<file path="src/verilog/quant_pkg.sv">
`default_nettype none

package quant_pkg;

  // ========================================
  // Widths
  // ========================================
  // Row channels per group, one per row offset
  localparam int N_CHAN   = 4;
  localparam int ACC_W    = 32;
  localparam int OUT_BITS = 8;
  localparam int MULT_W   = 16;
  localparam int SHIFT_W  = 6;

  // Full product of accumulator and scale
  localparam int PROD_W = ACC_W + MULT_W;

  // Room for the rounding term at the largest shift
  localparam int WIDE_W = 64;

  // Saturation limits of the output
  localparam int Q_MAX = 2 ** (OUT_BITS - 1) - 1;
  localparam int Q_MIN = -(2 ** (OUT_BITS - 1));

  // ========================================
  // Types
  // ========================================
  typedef logic signed [ACC_W-1:0]    acc_t;
  typedef logic signed [OUT_BITS-1:0] q_t;
  typedef logic signed [PROD_W-1:0]   prod_t;
  typedef logic signed [WIDE_W-1:0]   wide_t;

  // Requantization settings, held for the whole layer
  typedef struct packed {
    logic signed [MULT_W-1:0]   mult;
    logic        [SHIFT_W-1:0]  shift;
    logic signed [OUT_BITS-1:0] zp;
  } quant_cfg_t;

endpackage

`default_nettype wire

</file>
<file path="src/verilog/tile_pkg.sv">
`default_nettype none

package tile_pkg;

  localparam int ADDR_W  = 16;
  localparam int COORD_W = 7;
  localparam int BLOCK_W = 7;
  localparam int GEOM_W  = 8;

  typedef logic [COORD_W-1:0] coord_t;
  typedef logic [BLOCK_W-1:0] block_t;

  // Where an item lands in the output map
  typedef struct packed {
    coord_t tile_row;
    coord_t col;
    block_t block;
  } tile_pos_t;

  // Output map size
  typedef struct packed {
    logic [GEOM_W-1:0] out_w;
    logic [GEOM_W-1:0] out_h;
    logic [GEOM_W-1:0] blocks;
  } geom_cfg_t;

  typedef struct packed {
    logic              en;
    logic [ADDR_W-1:0] addr;
  } wr_cmd_t;

endpackage

`default_nettype wire

</file>
<file path="src/verilog/quant_decode.sv">
`default_nettype none

module quant_decode
  import quant_pkg::*, tile_pkg::*;
#(
  parameter int LANES = 4
) (
  input  wire                                clk,
  input  wire                                rst_n,
  input  logic                               in_valid,
  input  acc_t      [LANES-1:0][N_CHAN-1:0]  in_sums,
  input  acc_t      [LANES-1:0]              in_bias,
  input  tile_pos_t                          in_pos,
  output logic      [N_CHAN-1:0]             ch_valid,
  output acc_t      [N_CHAN-1:0][LANES-1:0]  ch_sums,
  output acc_t      [N_CHAN-1:0][LANES-1:0]  ch_bias,
  output tile_pos_t [N_CHAN-1:0]             ch_pos
);

  // ========================================
  // Group capture
  // ========================================
  logic                               cap_valid;
  acc_t      [LANES-1:0][N_CHAN-1:0]  cap_sums;
  acc_t      [LANES-1:0]              cap_bias;
  tile_pos_t                          cap_pos;

  always_ff @(posedge clk or negedge rst_n) begin
    if (!rst_n) begin
      cap_valid <= 1'b0;
    end else begin
      cap_valid <= in_valid;
    end
  end

  // Payload only loads on a strobe
  always_ff @(posedge clk) begin
    if (in_valid) begin
      cap_sums <= in_sums;
      cap_bias <= in_bias;
      cap_pos  <= in_pos;
    end
  end

  // ========================================
  // Per-channel select and stagger
  // ========================================
  for (genvar k = 0; k < N_CHAN; k++) begin : g_chan
    acc_t [LANES-1:0] sel_sums;
    tile_pos_t        sel_pos;

    // Row offset k of every unit, row moved down by k
    always_comb begin
      for (int u = 0; u < LANES; u++) begin
        sel_sums[u] = cap_sums[u][k];
      end
      sel_pos          = cap_pos;
      sel_pos.tile_row = cap_pos.tile_row + coord_t'(k);
    end

    if (k == 0) begin : g_direct
      assign ch_valid[k] = cap_valid;
      assign ch_sums[k]  = sel_sums;
      assign ch_bias[k]  = cap_bias;
      assign ch_pos[k]   = sel_pos;
    end else begin : g_stagger
      logic [k-1:0]     dly_valid;
      acc_t [LANES-1:0] dly_sums [k];
      acc_t [LANES-1:0] dly_bias [k];
      tile_pos_t        dly_pos  [k];

      always_ff @(posedge clk or negedge rst_n) begin
        if (!rst_n) begin
          dly_valid <= '0;
        end else begin
          dly_valid[0] <= cap_valid;
          for (int d = 1; d < k; d++) begin
            dly_valid[d] <= dly_valid[d-1];
          end
        end
      end

      always_ff @(posedge clk) begin
        dly_sums[0] <= sel_sums;
        dly_bias[0] <= cap_bias;
        dly_pos[0]  <= sel_pos;
        for (int d = 1; d < k; d++) begin
          dly_sums[d] <= dly_sums[d-1];
          dly_bias[d] <= dly_bias[d-1];
          dly_pos[d]  <= dly_pos[d-1];
        end
      end

      // k cycles behind channel 0
      assign ch_valid[k] = dly_valid[k-1];
      assign ch_sums[k]  = dly_sums[k-1];
      assign ch_bias[k]  = dly_bias[k-1];
      assign ch_pos[k]   = dly_pos[k-1];
    end
  end

endmodule

`default_nettype wire

</file>
<file path="config.mk">
export PLATFORM = sky130hd
export DESIGN_NAME = quant_decode
export DESIGN_NICKNAME = d
export VERILOG_FILES = /design/src/verilog/quant_pkg.sv /design/src/verilog/tile_pkg.sv /design/src/verilog/quant_decode.sv
export SDC_FILE = /design/constraint.sdc
export NUM_CORES = 1
export LEC_CHECK = 0
export BUFFER_PORTS_ARGS = -buffer_cell sky130_fd_sc_hd__buf_2
export CAP_MARGIN = 20
export CORE_AREA = 2 2 689 691
export CTS_BUF_LIST = sky130_fd_sc_hd__clkbuf_8
export DETAILED_ROUTE_END_ITERATION = 8
export DIE_AREA = 0 0 691 693
export PLACE_DENSITY = 0.3
export REMOVE_ABC_BUFFERS = 1
export SLEW_MARGIN = 20
export SYNTH_ARGS = -nofsm -noshare
export SYNTH_HDL_FRONTEND = slang
export SYNTH_SLANG_ARGS = --single-unit
</file>
<file path="constraint.sdc">
create_clock -name clk -period 2.83 [get_ports clk]
set_input_delay 0.4245 -clock clk [delete_from_list [all_inputs] [get_ports clk]]
set_output_delay 0.4245 -clock clk [all_outputs]
set_load 0.1 [all_outputs]
</file>
Yosys cells after proc, flatten, opt, wreduce, memory -nomap -nowiden

Memories as Yosys holds them, arrays and structs flattened.
Index checks and enable logic that the tools add are counted.
W data, S select, Z words.

Add/sub/neg operators: 3

Operator list:

| cell                  | count |
|---|---|
| $add A7 B2 Y7 const B | 2 |
| $add A7 B1 Y7 const B | 1 |

Register bits after elaboration: 668
Bits in writable memories: 1,662
Bits of input ports: 664
Memories kept: 9

Memories:

| memory                       | words | bits a word | read ports | clocked after memory_dff | wr ports | RTL line           | source |
|---|---|---|---|---|---|---|---|
| g_chan[3].g_stagger.dly_bias | 3     | 128         | 3          | 0                        | 3        | quant_decode.sv:69 | `acc_t [LANES-1:0] dly_bias [k];` |
| g_chan[3].g_stagger.dly_sums | 3     | 128         | 3          | 0                        | 3        | quant_decode.sv:68 | `acc_t [LANES-1:0] dly_sums [k];` |
| g_chan[2].g_stagger.dly_bias | 2     | 128         | 2          | 0                        | 2        | quant_decode.sv:69 |  |
| g_chan[2].g_stagger.dly_sums | 2     | 128         | 2          | 0                        | 2        | quant_decode.sv:68 |  |
| g_chan[1].g_stagger.dly_bias | 1     | 128         | 1          | 0                        | 1        | quant_decode.sv:69 |  |
| g_chan[1].g_stagger.dly_sums | 1     | 128         | 1          | 0                        | 1        | quant_decode.sv:68 |  |
| +3 memories                  | --    | --          | --         | --                       | --       | --                 |  |

Longest topological paths before layout

Gate-level depths: netlist of run 1.

Word-level depth: 1
Mapped depth: 5
Gate-level depth less buffers: 5

Least setup slack after synthesis of run 1

OpenSTA, ideal clock, no wires.

Path type: register to register
Start point: register cap_pos[15] in the netlist's numbering
End point: memory g_chan[3].g_stagger.dly_pos[0][19] in the netlist's numbering
Setup time: 0.121 ns
Data arrival time: 1.806 ns
Path slack: 0.903 ns
Cell stages (with the launch flop): 6
Clock period less this slack: 1.927 ns
Cells stage by stage: edfxtp_1 -> inv_1 -> ha_1 -> a21oi_1 -> nor2_1 -> xor2_1

RTL lines:

| element                  | RTL line           | source |
|---|---|---|
| start: declaration       | quant_decode.sv:26 | `tile_pos_t cap_pos;` |
| start signal: assignment | quant_decode.sv:41 | `cap_pos <= in_pos;` |
| end: declaration         | quant_decode.sv:70 | `tile_pos_t dly_pos [k];` |

Final worst setup path of run 1

Start point: register cap_pos[16] in the netlist's numbering
End point: output port ch_pos[16] in the netlist's numbering

RTL lines:

| element          | RTL line           | source |
|---|---|---|
| end: declaration | quant_decode.sv:17 | `output tile_pos_t [N_CHAN-1:0] ch_pos` |

No word-level cell between the ends.

==> run metrics, run 1 <==
status finished clean; die area around 480000 um2; routed wire length 258400 um; hold path startpoint in_sums[55]; total number of vias 30396; DRT iter0 DRCs about 1500; Max-Cap Viols 0; IO Pins 1776; Final min period 2557 ps; Final Hold Violating Endpoints 0; Area Growth Syn to Fin 65.84%; drt pass-1 iters 6; Finished Cell Area 80300 um2; worst clock skew between 70 and 80 ps; Antenna Violating Nets Remaining 0; CP bufs+invs 1; Seq/Total Area, Yosys 92.26%; CTS tree built; Synth Flop Type dfxtp_1; layout cells sized above 1 42.47%; CP Capture Type output port; hpwl dp 211900 um; vias in the first global route 32340; DP Cell Count around 10000; maximum vdd drop 370.9 uV; final setup fails 0; number of port buffers between 1500 and 2000; initial antenna violation count 226; RSZ-0062 raised after global routing no; CTS clock-pin slew for the worst setup and hold paths 60 ps; Die Span X around 700 um; Clock Path Buffers 4; Yosys cell types 17; Die Ht between 600 and 700 um; Worst R2R Start cap_pos[16]; syn avg cell area 20.18 um2; Tot Pwr 72.85 mW; Std-Cell Rows between 200 and 300; Final Non-Filler Cells approximately 12000; CP Cell Sequence buf_2; Via density 2.576; mapped cell area 48420 um2; fin crit share 90.34%; startpoint types flip-flop; GR Util met3 roughly 4.2%; All-Layer GR Usage 10.31%; LEAKAGE 33.03 nW; core area approximately 470000 um2; Hold WS 201.3 ps; Crit Path Max Fanout 9; GRT busiest layer met2; Placed Area 62020 um2; Req. time, crit path about 2400 ps; Nets about 5800; cell at the root of the clock tree clkbuf_8; largest net degree at the start of global routing 88; first-pass GRT wire length 325300 um; Worst slew margin 52.95%; clock latency at the later pin of the worst-skew pair roughly 1100 ps; Starting Density between 10% and 20%; clock sinks 1900; worst slew pin tran around 700 ps; Sum Neg Setup Slack 0 ps; Top Family by Delay on Critical Path flip-flops; post-layout util 17.00%; dpl ws 1021 ps; met1 Use GR 12.53%; Cell Pwr Density 907.2 nW/um2; Final Max Slew Viols 0; Crit-path slowest cell edfxtp_1; CTS Buf Count 352; CP peak stage delay ~570 ps; WP data arrival 2130 ps; Fmax between 300 and 400 MHz; CTS HTree Levels 5; M2 GR Usage 16.28%; GRT Residual Overflow 0; gpl congestion 0.8908; crit path kind flip-flop to output port; post-route setup slack 273.3 ps; Post-route DRC 0; Synth warnings 0; Cells after Synth 2399; flops & latches, synth between 1500 and 2000; DR WL/cell roughly 22 um; EDFF count, synth approximately 660; Post-synth ARST share less than 1%; crit path launch cap_pos[16]; hold crit path type input port to flip-flop
repair_timing:
item | in CTS | in global routing
resized for setup | 6 | 0
setup buffers | 0 | 0
endpoints found under the hold margin | 884 | 0
hold buffers | 1066 | 0
endpoints found under the setup margin | 6 | 0
layout make-up:
type / count / area [um2]
Clock inverter: 230 / 1570
Inverter: 4 / 15.01
Fill cell: 52013 / 392000
Timing Repair Buffer: 2876 / 19940
Sequential cell: 1900 / 44670
Clock buffer: 422 / 5808
Multi-Input combinational cell: 33 / 256.5
Antenna cell: 88 / 220.2
Tap cell: 6247 / 7816
cells in the mapped netlist, drive strengths merged, types with 4 or more instances:
cell,n,area [um2]
buf,462,3476
dfrtp,4,100.1
dfxtp,1235,24720
edfxtp,661,19850
ha,4,50.05
inv,4,15.01
nand2,4,22.52
nand3,4,25.02
nor2,4,15.01
xnor2,7,61.31
xor2,7,61.31
path summary, 6_finish.rpt:
path | endpoint | slack (ps) | depth (start not counted)
min | cap_sums[55] | 200 | 2
max reg2reg | g_chan[3].g_stagger.dly_pos[0][19] | 1320 | 4
min reg2reg | g_chan[2].g_stagger.dly_sums[0][193] | 270 | 0
max in group asynchronous | g_chan[3].g_stagger.dly_valid[2] | 2240 | 3
max | ch_pos[16] | 270 | 1
min in group asynchronous | g_chan[3].g_stagger.dly_valid[1] | 420 | 3
cells by family (layout without fill, tap and decap cells):
kind of cell    Yosys count  count (layout)  share of synthesized area, %
compound gates            1               1                       0.01033
xor+xnor                 14              14                        0.2532
fa+ha+maj                 4               4                        0.1034
buf+inv                 466            3532                         7.209
flops                  1900            1900                         92.26
other cells               0              88                             0
simple gates             14              14                        0.1628
power breakdown:
| group | total, mW | internal, mW | switching, mW |
|---|---|---|---|
| sequential | 31.7 | 30.6 | 1.08 |
| clock | 27.6 | 15.0 | 12.7 |
| combinational | 13.6 | 2.18 | 11.4 |
flip-flops by register name, summed over array words and instances (netlist names):
register	count
g_chan.g_stagger.dly_sums	768
cap_sums	384
g_chan.g_stagger.dly_bias	384
ch_bias	128
ch_sums	128
g_chan.g_stagger.dly_pos	83
ch_pos	14
cap_pos	7
g_chan.g_stagger.dly_valid	3
cap_valid	1
cells in the final DEF (no fill, tap or decap):
master / instances
buf_2: 1769
dfxtp_1: 1234
dlygate4sd3_1: 1066
edfxtp_1: 661
clkbuf_8: 422
inv_1: 142
diode_2: 88
clkinv_2: 38
buf_4: 32
bufinv_16: 14
clkinv_8: 8
buf_12: 8
xnor2_1: 7
xor2_1: 7
clkinv_1: 7
inv_12: 5
inv_8: 5
inv_6: 5
clkinvlp_4: 5
nor2_1: 4
ha_1: 4
dfrtp_1: 4
nand2_1: 3
nand3_1: 3
clkinv_4: 3
inv_16: 2
a21oi_1: 1
nand2_4: 1
nand3_2: 1
nand4_1: 1
nor3_2: 1
dfxtp_2: 1
buf_8: 1
layer usage:
layer  wire [um]  vias up
met1      107700    14622
met2      115100     1650
met4       10620       88
met5         584        -
met3       24380      638
li1            -    13398
No activity file was read; power rests on OpenSTA's default activity.
==> run 2: changes to the inputs <==
Settings changed: REMOVE_ABC_BUFFERS 1 to not set.
==> run metrics, run 2 (synthesis results as in run 1) <==
Via density around 2.6; area of the multi-input gates 256.5 um2; Hold WS 194.6 ps; Area Growth Syn to Fin 65.66%; Top Family by Delay on Critical Path flip-flops; RSZ-0062 raised after global routing no; most common cell after layout, fill and taps aside buf_2; CP bufs+invs 1; DR WL/cell 21.07 um; Max-Cap Viols 0; fin crit share 90.79%; largest net degree at the start of global routing 84; cell at the root of the clock tree clkbuf_8; CTS tree built; Final min period 2569 ps; final setup fails 0; Std-Cell Rows 253; Final Hold Violating Endpoints 0; layout cells sized above 1 42.84%; Req. time, crit path 2410 ps; Reg-to-Reg End g_chan[3].g_stagger.dly_pos[0][19]; Starting Density 10.25%; Worst slew margin 52.67%; CP peak stage delay roughly 570 ps; gpl congestion roughly 0.89; drt pass-1 iters 4; hpwl dp roughly 200000 um; Worst R2R Start cap_pos[16]; Final Max Slew Viols 0; CTS clock-pin slew for the worst setup and hold paths 60 ps; R2R Setup Slk around 1400 ps; Worst Reg-to-Reg Cells 4; clock latency at the later pin of the worst-skew pair between 1000 and 1500 ps; Biggest register g_chan.g_stagger.dly_sums; core area 472300 um2; CP Cell Sequence buf_2; Fill cells 51967; LEAKAGE approximately 33 nW; maximum vdd drop 425.9 uV; status finished clean; hold path endpoint cap_sums[164]; first-pass GRT wire length 314900 um; All-Layer GR Usage about 9.9%; Cell Pwr Density slightly above 900 nW/um2; vias in the first global route 32128; Die Ht 693 um; clock sinks 1900; Antenna Violating Nets Remaining 0; Die Span X 691 um; total number of vias 30418; worst slew pin tran between 700 and 800 ps; hold crit path type input port to flip-flop; routed wire length ~250000 um; WP data arrival 2140 ps; syn_nets 3067; IO Pins 1776; Sum Neg Setup Slack 0 ps; CTS Buf Count 350; worst clock skew 94.39 ps; Clock Path Buffers 4; startpoint types flip-flop; Crit Path Max Fanout 9; hold path startpoint in_sums[164]; DRT iter0 DRCs between 1500 and 2000; Top Registers g_chan.g_stagger.dly_sums: 768 flops, cap_sums: 384 flops, g_chan.g_stagger.dly_bias: 384 flops; Fmax 389.2 MHz; CTS HTree Levels 5; Nets 5830; register area 44670 um2; Crit-path slowest cell edfxtp_1; GRT Residual Overflow 0; most frequent cells in the layout buf_2 (1764), dfxtp_1 (1234), dlygate4sd3_1 (1053); number of port buffers roughly 1800; initial antenna violation count approximately 220; die area between 400000 and 500000 um2; crit path kind flip-flop to output port; CP Capture Type output port; max FFs per register 768; WHS Path Cells 2; Post-route DRC 0
-- run 2: timing repair --
item | in CTS | in global routing
buffers inserted | 3 | 0
hold buffers | 1053 | 0
gates resized for setup | 13 | 0
setup endpoints to repair | 10 | 0
hold endpoints to repair | 828 | 0
-- run 2: how the worst max path moves through the flow --
| stage | slack (ps) | depth (start not counted) | startpoint | end |
|---|---|---|---|---|
| 3_3_place_gp | 850 | 4 | in_valid | ch_sums[92] |
| 3_5_place_dp | 850 | 4 | in_valid | ch_sums[92] |
| 4_1_cts | 2 | 1 | cap_pos[16] | ch_pos[16] |
| 5_1_grt | 50 | 1 | g_chan[2].g_stagger.dly_bias[0][190] | ch_bias[318] |
| 2_1_floorplan | 900 | 5 | cap_pos[15] | g_chan[3].g_stagger.dly_pos[0][19] |
| 6_report | 260 | 1 | cap_pos[16] | ch_pos[16] |
-- run 2: metrics by stage --
| step | utilization (%) | total power [mW] | instance area [um2] | worst slack (ps) | std cells |
|---|---|---|---|---|---|
| detailed placement | 13.15 | 44.58 | 62080 | 852.1 | 10001 |
| global placement | 13.15 | 44.64 | 62080 | 849.0 | 10001 |
| global route | 16.96 | 75.59 | 80100 | 47.79 | 11734 |
| finish | 16.98 | 72.70 | 80210 | 260.6 | 11781 |
| floorplan | - | 41.77 | 48420 | 903.1 | 2399 |
| CTS | 16.95 | 74.19 | 80030 | 2.408 | 11709 |
-- run 2: metal layers --
| metal | vias up | wire length (um) | GRT usage (%) |
|---|---|---|---|
| met3 | 567 | 21390 | 3.530 |
| met4 | 74 | 7781 | 2.946 |
| li1 | 13397 | - | - |
| met1 | 14764 | 103300 | 12.09 |
| met5 | - | 474 | 0 |
| met2 | 1616 | 115300 | 16.27 |
-- run 2: final cells by class --
cell class              instances  share of cell area, %
flip-flops and latches       1900                  55.69
repair buffers               2873                  24.84
well taps                    6247                  9.744
clock buffers                 422                  7.241
clock inverters               230                  1.923
multi-input cells              33                 0.3198
diodes                         72                 0.2246
inverters                       4                0.01872
-- run 2: power breakdown --
part / switching [mW] / internal [mW]
registers: 1.10 / 30.6
logic: 11.4 / 2.19
clock network: 12.7 / 14.8
total: 25.1 / 47.6
