### config.mk
export PLATFORM = sky130hd
export DESIGN_NAME = write_result
export DESIGN_NICKNAME = d
export VERILOG_FILES = /design/src/verilog/quant_pkg.sv /design/src/verilog/tile_pkg.sv /design/src/verilog/write_result.sv
export SDC_FILE = /design/constraint.sdc
export NUM_CORES = 1
export LEC_CHECK = 0
export ABC_AREA = 1
export BUFFER_PORTS_ARGS = -buffer_cell sky130_fd_sc_hd__buf_4
export CAP_MARGIN = 15
export CORE_MARGIN = 3
export CORE_UTILIZATION = 50
export DETAILED_ROUTE_END_ITERATION = 10
export HOLD_SLACK_MARGIN = 0.06
export PLACE_DENSITY = 0.75
export SLEW_MARGIN = 20
export SYNTH_ARGS = -nofsm -noshare
export SYNTH_HDL_FRONTEND = slang
export SYNTH_SLANG_ARGS = --single-unit
### constraint.sdc
create_clock -name clk -period 0.8 [get_ports clk]
set_input_delay 0.24 -clock clk [delete_from_list [all_inputs] [get_ports clk]]
set_output_delay 0.24 -clock clk [all_outputs]
set_load 0.01 [all_outputs]
### src/verilog/quant_pkg.sv
`default_nettype none

package quant_pkg;

  // ========================================
  // Widths
  // ========================================
  // Row channels per group, one per row offset
  localparam int N_CHAN   = 4;
  localparam int ACC_W    = 32;
  localparam int OUT_BITS = 8;
  localparam int MULT_W   = 16;
  localparam int SHIFT_W  = 6;

  // Full product of accumulator and scale
  localparam int PROD_W = ACC_W + MULT_W;

  // Room for the rounding term at the largest shift
  localparam int WIDE_W = 64;

  // Saturation limits of the output
  localparam int Q_MAX = 2 ** (OUT_BITS - 1) - 1;
  localparam int Q_MIN = -(2 ** (OUT_BITS - 1));

  // ========================================
  // Types
  // ========================================
  typedef logic signed [ACC_W-1:0]    acc_t;
  typedef logic signed [OUT_BITS-1:0] q_t;
  typedef logic signed [PROD_W-1:0]   prod_t;
  typedef logic signed [WIDE_W-1:0]   wide_t;

  // Requantization settings, held for the whole layer
  typedef struct packed {
    logic signed [MULT_W-1:0]   mult;
    logic        [SHIFT_W-1:0]  shift;
    logic signed [OUT_BITS-1:0] zp;
  } quant_cfg_t;

endpackage

`default_nettype wire

### src/verilog/tile_pkg.sv
`default_nettype none

package tile_pkg;

  localparam int ADDR_W  = 16;
  localparam int COORD_W = 7;
  localparam int BLOCK_W = 7;
  localparam int GEOM_W  = 8;

  typedef logic [COORD_W-1:0] coord_t;
  typedef logic [BLOCK_W-1:0] block_t;

  // Where an item lands in the output map
  typedef struct packed {
    coord_t tile_row;
    coord_t col;
    block_t block;
  } tile_pos_t;

  // Output map size
  typedef struct packed {
    logic [GEOM_W-1:0] out_w;
    logic [GEOM_W-1:0] out_h;
    logic [GEOM_W-1:0] blocks;
  } geom_cfg_t;

  typedef struct packed {
    logic              en;
    logic [ADDR_W-1:0] addr;
  } wr_cmd_t;

endpackage

`default_nettype wire

### src/verilog/write_result.sv
`default_nettype none

module write_result
  import quant_pkg::*, tile_pkg::*;
#(
  parameter int LANES = 4
) (
  input  wire                   clk,
  input  wire                   rst_n,
  input  logic                  in_valid,
  input  q_t        [LANES-1:0] in_q,
  input  tile_pos_t             in_pos,
  input  geom_cfg_t             geom,
  output wr_cmd_t               wr_cmd,
  output q_t        [LANES-1:0] wr_data
);

  logic [ADDR_W-1:0] addr_calc;
  logic              in_range;
  logic              do_write;

  // Row-major position, blocks innermost; only the low bits are kept
  assign addr_calc = ((ADDR_W'(in_pos.tile_row) * ADDR_W'(geom.out_w))
                      + ADDR_W'(in_pos.col)) * ADDR_W'(geom.blocks)
                     + ADDR_W'(in_pos.block);

  // Rows past the bottom edge or columns past the right edge are dropped
  assign in_range = (GEOM_W'(in_pos.tile_row) < geom.out_h) &&
                    (GEOM_W'(in_pos.col) < geom.out_w);

  assign do_write = in_valid && in_range;

  always_ff @(posedge clk or negedge rst_n) begin
    if (!rst_n) begin
      wr_cmd  <= '0;
      wr_data <= '0;
    end else begin
      wr_cmd.en <= do_write;
      // Address and data hold across suppressed items
      if (do_write) begin
        wr_cmd.addr <= addr_calc;
        wr_data     <= in_q;
      end
    end
  end

endmodule

`default_nettype wire

* Word level (Yosys, flattened, before mapping)
Index checks and enable logic that the tools add are counted.
Storage, ports and cells: bits in registers 49, bits of input ports 80, output and inout bits 49
Operators by class: add/sub/neg operators 2, magnitude comparators 2, reduce and logical (&&, ||, !) cells 2, multipliers 2
Operators by type and width (count):
- 15-bit by 7-bit adder with 16-bit output | 1
- 16-bit by 7-bit adder with 16-bit output | 1
- 7-bit by 8-bit < comparator with 1-bit output | 2
- 16-bit by 8-bit multiplier with 16-bit output | 1
- 7-bit by 8-bit multiplier with 15-bit output | 1
- 1-bit logical AND | 2

* Logic depth before layout (Yosys ltp)
Gate-level depths: netlist (run 1).
depth in word-level cells 4, mapped depth 43, gate-level depth less buffers 42

* Worst setup path after synthesis (run 1)
Ideal clock, no wire load.
path kind input port to flip-flop, start input in_pos[15] (netlist name), end register wr_cmd[14] (netlist name), data arrival time 7101 ps, data required time 735 ps, stages 36, path slack -6366 ps, library setup time 65 ps, buffers on the path 1, path through clkbuf_1 nand2_1 fa_1 fa_1 fa_1 fa_1 inv_1 ha_1 nand2_1 inv_1 nand3_1 nand2_1 xor2_1 inv_1 nor2_1 fa_1 inv_1 fa_1 inv_1 fa_1 inv_1 fa_1 inv_1 ha_1 a21oi_1 o21ai_0 a21oi_1 inv_1 a21oi_1 o21bai_1 nand2_1 nand2_1 a21oi_1 xor2_1 nand2_1 nand2_1
On the way: cells in the longest elaborated chain, start to end 4, elaborated cells between the ends (all ways) 7, classes of those cells add/sub: 2; mul: 2; order compare: 1; reduce/logical: 2
Ends and longest elaborated chain:
- start: declaration | line write_result.sv:12 | input tile_pos_t in_pos,
- 7-bit by 8-bit multiplier with 15-bit output | line write_result.sv:23 | assign addr_calc = ((ADDR_W'(in_pos.tile_row) * ADDR_W'(geom.out_w))
- 15-bit by 7-bit adder with 16-bit output | line write_result.sv:24 | + ADDR_W'(in_pos.col)) * ADDR_W'(geom.blocks)
- 16-bit by 8-bit multiplier with 16-bit output | line write_result.sv:24
- 16-bit by 7-bit adder with 16-bit output | line write_result.sv:25 | + ADDR_W'(in_pos.block);
- end: declaration | line write_result.sv:14 | output wr_cmd_t wr_cmd,
Several ways; a longest one is shown, not always the timed one. A chain may end at the register's enable or synchronous reset.

* Worst setup path in the final report (run 1)
start input in_pos[16] (netlist name), end register wr_cmd[12] (netlist name)
Same word-level chain as after synthesis.

==> metrics.md, run 1 <==
| Metric | Value |
|---|---|
| Status | `finished with violations` |
| Failing checks | `setup timing` |
| Clock transition at the registers of the reported paths | `about 0.090 ns` |
| Cell count after placement | `1,474` |
| Asr flop ratio synth | `100%` |
| Max clock buf depth | `2` |
| Boundary Pins | `between 100 and 150` |
| Post-Route Setup TNS | `-140.68 ns` |
| H-tree Lvls | `2` |
| Ys flop type | `dfrtp_1` |
| Via count | `around 8,800` |
| Worst R2R Path Depth | `4` |
| Post-Syn Area | `0.00778 mm^2` |
| Clock Skew | `0 ns` |
| Worst path arrival time | `between 7 and 8 ns` |
| Mapped Cells | `1,079` |
| FP Rows | `44` |
| Gpl congestion | `0.911` |
| Fillers | `approximately 740` |
| Nature of the critical path startpoint | `input port` |
| Final Non-Filler Cells | `1,567` |
| Crit Path Max Fanout | `9` |
| Num Clock Sinks | `49` |
| DP HPWL | `15,400 um` |
| Max-cap violations | `0` |
| Setup ws final | `-6.37 ns` |
| FF-to-FF Start | `wr_cmd[2]$_DFFE_PN0P_` |
| Tightest Hold Check Type | `input port to register` |
| Area of the core | `0.0149 mm^2` |
| Layout cells sized above 1 | `43.2%` |
| RR Endpoint | `wr_cmd[2]$_DFFE_PN0P_` |
| Hold path cells | `3` |
| TritonRoute pass-1 iters | `7` |
| Die height | `131 um` |
| Die ar. | `0.0171 mm^2` |
| First-pass GRT wire length | `37,500 um` |
| Period minus WS final | `7.17 ns` |
| Area added between synthesis and finish | `58.4%` |
| Cts bufs inserted | `5` |
| Post-synth EDFFs | `0` |
| Vias per inst | `5.61` |
| TritonCTS clock tree | `done` |
| DRC Markers | `0` |
| Hold_sp | `in_q[30]` |
| Worst EP required | `0.99 ns` |
| Avg WL per Cell | `20.8 um` |
| RSZ-0062 raised after global routing | `true` |
| Setup CP Type | `input port to register` |
| Most used cell, CP | `fa_1` |
| Initial antenna violation count | `3` |
| Vias in the first global route | `8,236` |
| Sequential element share of the synthesized area | `15.8%` |
| Total gr overflow | `0` |
| DP Area | `around 0.01 mm^2` |
| Port bufs | `around 130` |
| Clock Tree Root | `clkbuf_16` |
| Post-Route WL | `32,600 um` |
| R2r setup slk | `-0.14 ns` |
| Synth Register Bits | `49` |
| Starting Density | `52.4%` |
| Slew Viols, Final | `0` |
| Finished Core Util | `between 80% and 90%` |
| Finished Cell Area | `between 0.01 and 0.015 mm^2` |
| # setup viols final | `98` |
| DIE WIDTH | `131 um` |
| Slowest library cell on the worst path | `fa_1` |
| Post-Syn Nets | `1,346` |
| YS warnings | `0` |
| Initial DRC Count | `750` |
| Final net count | `approximately 1,600` |
| Largest net degree at the start of global routing | `26` |
| GRT Total Usage | `27.5%` |
| Clk_lat worst skew | `slightly above 0.3 ns` |
| Worst-Margin Slew | `0.311 ns` |
| Slowest stage delay, CP | `roughly 0.68 ns` |
| Worst Hold Endpoint | `wr_data[30]$_DFFE_PN0P_` |
| Post-route antenna net violation count | `0` |
| Max_slew headroom | `79.3%` |
| F_max | `between 0.1 and 0.15 GHz` |
| Syn Area/Cell | `between 7 and 8 um^2` |
| Final Hold Viols | `0` |
| Post-synth cell types | `33` |
| Tcrit/Tclk final | `897%` |
| CP Capture Type | `register` |
-- worst max path at each step --
stage,slack (ns),from,cells past startpoint,end
global placement,-6.12,in_pos[15],32,wr_cmd[15]$_DFFE_PN0P_
CTS,-5.85,geom[19],36,wr_cmd[14]$_DFFE_PN0P_
finish,-6.37,in_pos[16],34,wr_cmd[12]$_DFFE_PN0P_
global route,-6.60,in_pos[16],34,wr_cmd[12]$_DFFE_PN0P_
floorplan,-5.91,geom[19],36,wr_cmd[14]$_DFFE_PN0P_
detailed placement,-6.19,in_pos[16],36,wr_cmd[14]$_DFFE_PN0P_
-- routing by layer --
layer | up-vias | routed length, um | part of all wire [%] | global-route usage, %
met5 | - | 44 | 0.14 | 0
met4 | 4 | 2720 | 8.4 | 11.8
met3 | 251 | 3390 | 10 | 3.41
met2 | 620 | 15800 | 49 | 52.9
met1 | 4176 | 10600 | 32 | 30.2
li1 | 3735 | - | - | -
-- sequential cells by signal (all words and copies together) (netlist names) --
register and flops:
wr_data 32, wr_cmd 17
-- repair_timing --
action	4_1_cts	5_1_grt
gates cloned	8	3
setup endpoints to repair	98	98
pin swaps	96	89
resized for setup	206	203
setup buffers	44	42
hold endpoints to repair	49	0
hold buffers	1	0
-- layout make-up --
type / count / area [um^2] / area share, %
diodes: 1 / 2.50 / 0.0203
clock inverters: 2 / 10.0 / 0.0812
multi-input cells: 707 / 6530 / 53.0
repair buffers: 332 / 3110 / 25.2
well taps: 184 / 230 / 1.87
clock buffers: 6 / 129 / 1.05
flip-flops and latches: 49 / 1230 / 9.95
inverters: 286 / 1080 / 8.79
-- synthesized netlist by cell type, drive strengths merged, types with 3 or more instances --
cell type	count	area (um^2)
nand4	7	43.8
xor2	9	78.8
a21oi	24	120
clkbuf	27	103
fa	102	2040
and2	3	18.8
ha	85	1060
xnor2	6	52.6
buf	10	71.3
inv	286	1070
nand3	33	165
nor2	57	221
dfrtp	49	1230
nand2	350	1310
o21ai	16	80.1
-- layout by cell type (no fill, tap or decap), types with 3 or more instances in the layout --
cell type,instances
inv_2,44
inv_1,239
a21oi_2,11
nand2_4,42
a21oi_4,3
fa_1,97
nor2_4,5
fa_2,5
nand3_1,29
xnor2_1,4
nand4_1,7
buf_12,15
buf_4,224
o21ai_1,11
a21oi_1,10
ha_1,50
nand2_1,225
o21ai_2,4
buf_6,82
nor2_1,45
nand2_2,83
ha_4,34
xor2_1,6
buf_8,6
dfrtp_1,49
clkbuf_16,7
nor2_2,7
nand3_2,4
-- stage by stage --
stage | hold WS, ns | setup WS [ns]
after floorplan | -0.0556 | -5.91
after global placement | 0.0775 | -6.12
after detailed placement | 0.0762 | -6.19
after CTS | 0.142 | -5.85
after global routing | 0.128 | -6.60
final | 0.123 | -6.37
-- kinds of logic (layout without fill, tap and decap cells) --
kind of cell             Yosys count  after routing  synth area share, %
AO/OA/AOI/OAI                     49             49                 3.49
XOR/XNOR                          15             15                 1.69
adder cells (fa/ha/maj)          187            187                 39.9
buffers and inverters            323            626                 16.0
flip-flops                        49             49                 15.8
other                              0              1                    0
AND/OR/NAND/NOR                  456            456                 23.1
-- critical path, delay by kind of cell --
family | cells | cell delay [ns]
buf+inv | 10 | 1.04
simple gates | 9 | 0.80
fa+ha+maj | 10 | 4.59
compound gates | 4 | 0.47
xor+xnor | 1 | 0.21
Power of run 1 is left out: the tool's default activity adds up to more than one toggle a clock period on the data nets, which glitch-free logic cannot reach.
==> run 2, diff against run 1 <==
- CTS_BUF_LIST: not set -> sky130_fd_sc_hd__clkbuf_8
==> metrics.md, run 2 (same netlist as run 1, synthesis figures left out) <==
| Metric | Value |
|---|---|
| Clock Skew | `0 ns` |
| Period minus WS final | `between 6 and 7 ns` |
| TritonCTS clock tree | `done` |
| Area added between synthesis and finish | `58.9%` |
| Worst path arrival time | `between 7 and 8 ns` |
| DP HPWL | `15,400 um` |
| Post-Route WL | `a little under 30,000 um` |
| Setup CP Type | `input port to register` |
| Clock transition at the registers of the reported paths | `0.11 ns` |
| Tightest Hold Check Type | `input port to register` |
| Largest register FFs | `32` |
| DIE WIDTH | `between 100 and 150 um` |
| Most used cell, CP | `fa_1` |
| Slew Viols, Final | `0` |
| FP Rows | `between 40 and 50` |
| Vias in the first global route | `~8,100` |
| GRT Total Usage | `27.4%` |
| Nature of the critical path startpoint | `input port` |
| Die height | `131 um` |
| Port bufs | `128` |
| Failing checks | `setup timing` |
| Worst EP required | `1.07 ns` |
| Initial antenna violation count | `0` |
| Boundary Pins | `between 100 and 150` |
| Post-Route Setup TNS | `-137.53 ns` |
| F_max | `about 0.14 GHz` |
| Most flop-heavy register | `wr_data` |
| Gpl congestion | `0.911` |
| CP Capture Type | `register` |
| RSZ-0062 raised after global routing | `true` |
| Vias per inst | `roughly 5.4` |
| Ant. Diodes | `0` |
| TritonRoute pass-1 iters | `5` |
| Final Hold Viols | `0` |
| Status | `finished with violations` |
| DP Area | `0.0100 mm^2` |
| Crit Path Max Fanout | `8` |
| Die ar. | `0.0171 mm^2` |
| Total gr overflow | `0` |
| Slowest library cell on the worst path | `fa_1` |
| # setup viols final | `98` |
| Tcrit/Tclk final | `872%` |
| Most common cell after layout, fill and taps aside | `inv_1` |
| Num Clock Sinks | `slightly below 50` |
| Clk_lat worst skew | `0.33 ns` |
| H-tree Lvls | `2` |
| First-pass GRT wire length | `37,300 um` |
| Max_slew headroom | `between 70% and 80%` |
| Setup ws final | `-6.18 ns` |
| Max-cap violations | `0` |
| Crit path buffers/inverters | `10` |
| Largest registers | `wr_data x32, wr_cmd x17` |
| Fillers | `between 700 and 800` |
| Post-route antenna net violation count | `0` |
| Starting Density | `52.4%` |
| Clock Tree Root | `clkbuf_8` |
| Avg WL per Cell | `approximately 19 um` |
| Pre-CTS setup slack | `-6.19 ns` |
| Area of the core | `0.0149 mm^2` |
| Via count | `8,394` |
| Finished Cell Area | `0.0124 mm^2` |
| Layout cells sized above 1 | `44.4%` |
| Worst-Margin Slew | `0.397 ns` |
| Max clock buf depth | `2` |
| Largest net degree at the start of global routing | `26` |
| Crit path max-delay family | `adder cells` |
| Most frequent cells in the layout | `inv_1, nand2_1, buf_4` |
| Final net count | `1,631` |
| Cts bufs inserted | `5` |
| DRC Markers | `0` |
| Initial DRC Count | `664` |
| Slowest stage delay, CP | `0.56 ns` |
## run 2: final timing paths
path / to / slack, ns / startpoint / cells after the start
max: wr_cmd[14]$_DFFE_PN0P_ / -6.18 / in_pos[17] / 37
min: wr_data[16]$_DFFE_PN0P_ / 0.09 / in_q[16] / 3
max reg2reg: wr_cmd[2]$_DFFE_PN0P_ / -0.20 / wr_cmd[2]$_DFFE_PN0P_ / 3
min reg2reg: wr_data[12]$_DFFE_PN0P_ / 0.54 / wr_data[12]$_DFFE_PN0P_ / 2
max in group asynchronous: wr_data[12]$_DFFE_PN0P_ / 0.07 / rst_n / 3
min in group asynchronous: wr_data[15]$_DFFE_PN0P_ / 0.34 / rst_n / 2
## run 2: layer usage
layer	GRT usage (%)	up-vias	part of all wire, %
met3	3.09	182	8.5
met4	11.3	0	7.2
met2	53.1	465	51
met5	0	-	0
met1	30.0	4045	34
li1	-	3702	-
## run 2: stage by stage
| step | hold slack (ns) | instances | util, % |
|---|---|---|---|
| floorplan | -0.0556 | 1079 | - |
| global placement | 0.0775 | 1474 | 67.3 |
| detailed placement | 0.0762 | 1474 | 67.3 |
| CTS | 0.119 | 1535 | 76.9 |
| global route | 0.0939 | 1549 | 83.2 |
| finish | 0.0934 | 1549 | 83.2 |
## run 2: cell type report
type / count / area, um^2 / area share (%)
Inverter: 286 / 1090 / 8.82
Multi-Input combinational cell: 707 / 6670 / 53.9
Clock inverter: 3 / 13.8 / 0.111
Clock buffer: 5 / 68.8 / 0.556
Sequential cell: 49 / 1230 / 9.92
Tap cell: 184 / 230 / 1.86
Timing Repair Buffer: 315 / 3070 / 24.8
## run 2: worst register-to-register path: cells and delay by family, from the launching register on
family                 cells  cell delay (ns)
DFF                        1             0.51
and+or+nand+nor            2             0.20
buffers and inverters      1             0.20
## run 2: repair_timing
item / CTS / global route
setup buffers: 40 / 25
hold endpoints to repair: 49 / 0
setup endpoints to repair: 98 / 98
pin swaps: 70 / 119
hold buffers: 1 / 0
resized for setup: 192 / 246
gates cloned: 12 / 0
Power of run 2 is left out for the same reason.
==> run 3, diff against run 2 <==
--- a/config.mk
+++ b/config.mk
@@ -19,2 +19,3 @@
 export SYNTH_HDL_FRONTEND = slang
 export SYNTH_SLANG_ARGS = --single-unit
+export TNS_END_PERCENT = 50
==> constraint.sdc (replaced) <==
create_clock -name clk -period 0.8 [get_ports clk]
set_input_delay 0.04 -clock clk [delete_from_list [all_inputs] [get_ports clk]]
set_output_delay 0.04 -clock clk [all_outputs]
set_load 0.01 [all_outputs]
==> metrics.md, run 3 (same netlist as run 1, synthesis figures left out) <==
| Metric | Value |
|---|---|
| Avg WL per Cell | `25.2 um` |
| Critical path origin | `in_pos[15]` |
| Most frequent cells in the layout | `inv_1, buf_4, nand2_1` |
| Die ar. | `roughly 0.017 mm^2` |
| Vias in the first global route | `9,477` |
| Starting Density | `52.4%` |
| Cts bufs inserted | `5` |
| DP HPWL | `15,700 um` |
| Total gr overflow | `0` |
| TritonRoute pass-1 iters | `10` |
| Largest register FFs | `32` |
| Initial antenna violation count | `1` |
| CP Capture Type | `register` |
| Slowest library cell on the worst path | `fa_1` |
| Final net count | `1,693` |
| Area of the core | `between 0.01 and 0.015 mm^2` |
| FF-to-FF Start | `wr_cmd[10]$_DFFE_PN0P_` |
| H-tree Lvls | `2` |
| Largest net degree at the start of global routing | `40` |
| GRT Total Usage | `34.1%` |
| Tcrit/Tclk final | `925%` |
| Clock Skew | `0 ns` |
| Via count | `9,898` |
| Worst EP required | `~1.1 ns` |
| Setup CP Type | `input port to register` |
| Max clock buf depth | `2` |
| Failing checks | `setup timing` |
| # setup viols final | `between 90 and 100` |
| Ant. Diodes | `0` |
| DRC Markers | `0` |
| Die height | `131 um` |
| TritonCTS clock tree | `done` |
| Port bufs | `128` |
| RSZ-0062 raised after global routing | `true` |
| Post-Route WL | `40,600 um` |
| Largest registers | `wr_data x32, wr_cmd x17` |
| Fillers | `524` |
| Nature of the critical path startpoint | `input port` |
| First-pass GRT wire length | `45,800 um` |
| DIE WIDTH | `131 um` |
| Max_slew headroom | `66.5%` |
| Slowest stage delay, CP | `0.73 ns` |
| Period minus WS final | `~7.4 ns` |
| Boundary Pins | `129` |
| Layout cells sized above 1 | `a little under half` |
| Finished Core Util | `88.7%` |
| Clock Tree Root | `clkbuf_8` |
| Num Clock Sinks | `49` |
| Vias per inst | `between 6 and 7` |
| Crit Path Max Fanout | `7` |
| Area added between synthesis and finish | `69.4%` |
| Most common cell after layout, fill and taps aside | `inv_1` |
| Status | `finished with violations` |
| Clk_lat worst skew | `0.31 ns` |
| Worst path arrival time | `roughly 7.7 ns` |
| Most flop-heavy register | `wr_data` |
| Hold_sp | `in_pos[0]` |
| F_max | `around 0.14 GHz` |
| Slew Viols, Final | `0` |
| FP Rows | `44` |
| Most used cell, CP | `inv_2` |
| Gpl congestion | `0.882` |
| Post-route antenna net violation count | `0` |
| Tightest Hold Check Type | `input port to register` |
| Final Hold Viols | `0` |
| Worst-Margin Slew | `0.501 ns` |
| Setup ws final | `-6.60 ns` |
| Clock transition at the registers of the reported paths | `0.10 ns` |
| Initial DRC Count | `about 1,300` |
| Max-cap violations | `0` |
## run 3: area by class of cell
class	count	area [um^2]	area share, %
Multi-Input combinational cell	707	6850	52.0
Timing Repair Buffer	377	3690	28.0
Sequential cell	49	1230	9.36
Inverter	286	1090	8.30
Tap cell	184	230	1.75
Clock buffer	5	68.8	0.522
Clock inverter	3	13.8	0.104
## run 3: worst paths after layout
kind / end / slack, ns / cells after the start
min: wr_cmd[0]$_DFFE_PN0P_ / 0.12 / 4
max: wr_cmd[15]$_DFFE_PN0P_ / -6.60 / 42
max reg2reg: wr_cmd[10]$_DFFE_PN0P_ / -0.11 / 2
min reg2reg: wr_data[6]$_DFFE_PN0P_ / 0.55 / 2
max in group asynchronous: wr_data[6]$_DFFE_PN0P_ / 0.17 / 3
min in group asynchronous: wr_data[19]$_DFFE_PN0P_ / 0.13 / 2
## run 3: worst max-delay path: cells and delay by family
family | cells | cell delay, ns
buffers and inverters | 17 | 1.52
xor gates and xnor gates | 1 | 0.26
and+or+nand+nor | 13 | 1.62
adders and majority gates | 10 | 4.05
AOI/OAI and AO/OA | 1 | 0.16
## run 3: routing by layer
metal | vias up | part of all wire (%) | GRT usage (%)
met2 | 1035 | 45 | 62.8
met5 | - | 0.14 | 0
li1 | 3826 | - | -
met1 | 4539 | 30 | 34.8
met4 | 2 | 12 | 22.4
met3 | 496 | 13 | 6.75
## run 3: stage by stage
stage / setup WS, ns / area (um^2) / hold WS (ns) / cells / TNS [ns]
after detailed placement: -6.03 / 9950 / -0.112 / 1468 / -118.82
after global placement: -5.94 / 9950 / -0.116 / 1468 / -115.32
after CTS: -5.54 / 12500 / 0.0595 / 1604 / -113.10
final: -6.60 / 13200 / 0.118 / 1611 / -136.75
after global routing: -6.75 / 13200 / 0.130 / 1611 / -139.74
after floorplan: -5.71 / 8230 / -0.256 / 1079 / -97.41
## run 3: what timing repair did
action	CTS	global route
hold buffers	33	0
gates resized for setup	293	197
hold endpoints to repair	82	0
gates cloned	13	0
pin swaps	105	106
setup buffers	82	17
endpoints found under the setup margin	98	98
Power of run 3 is left out for the same reason.
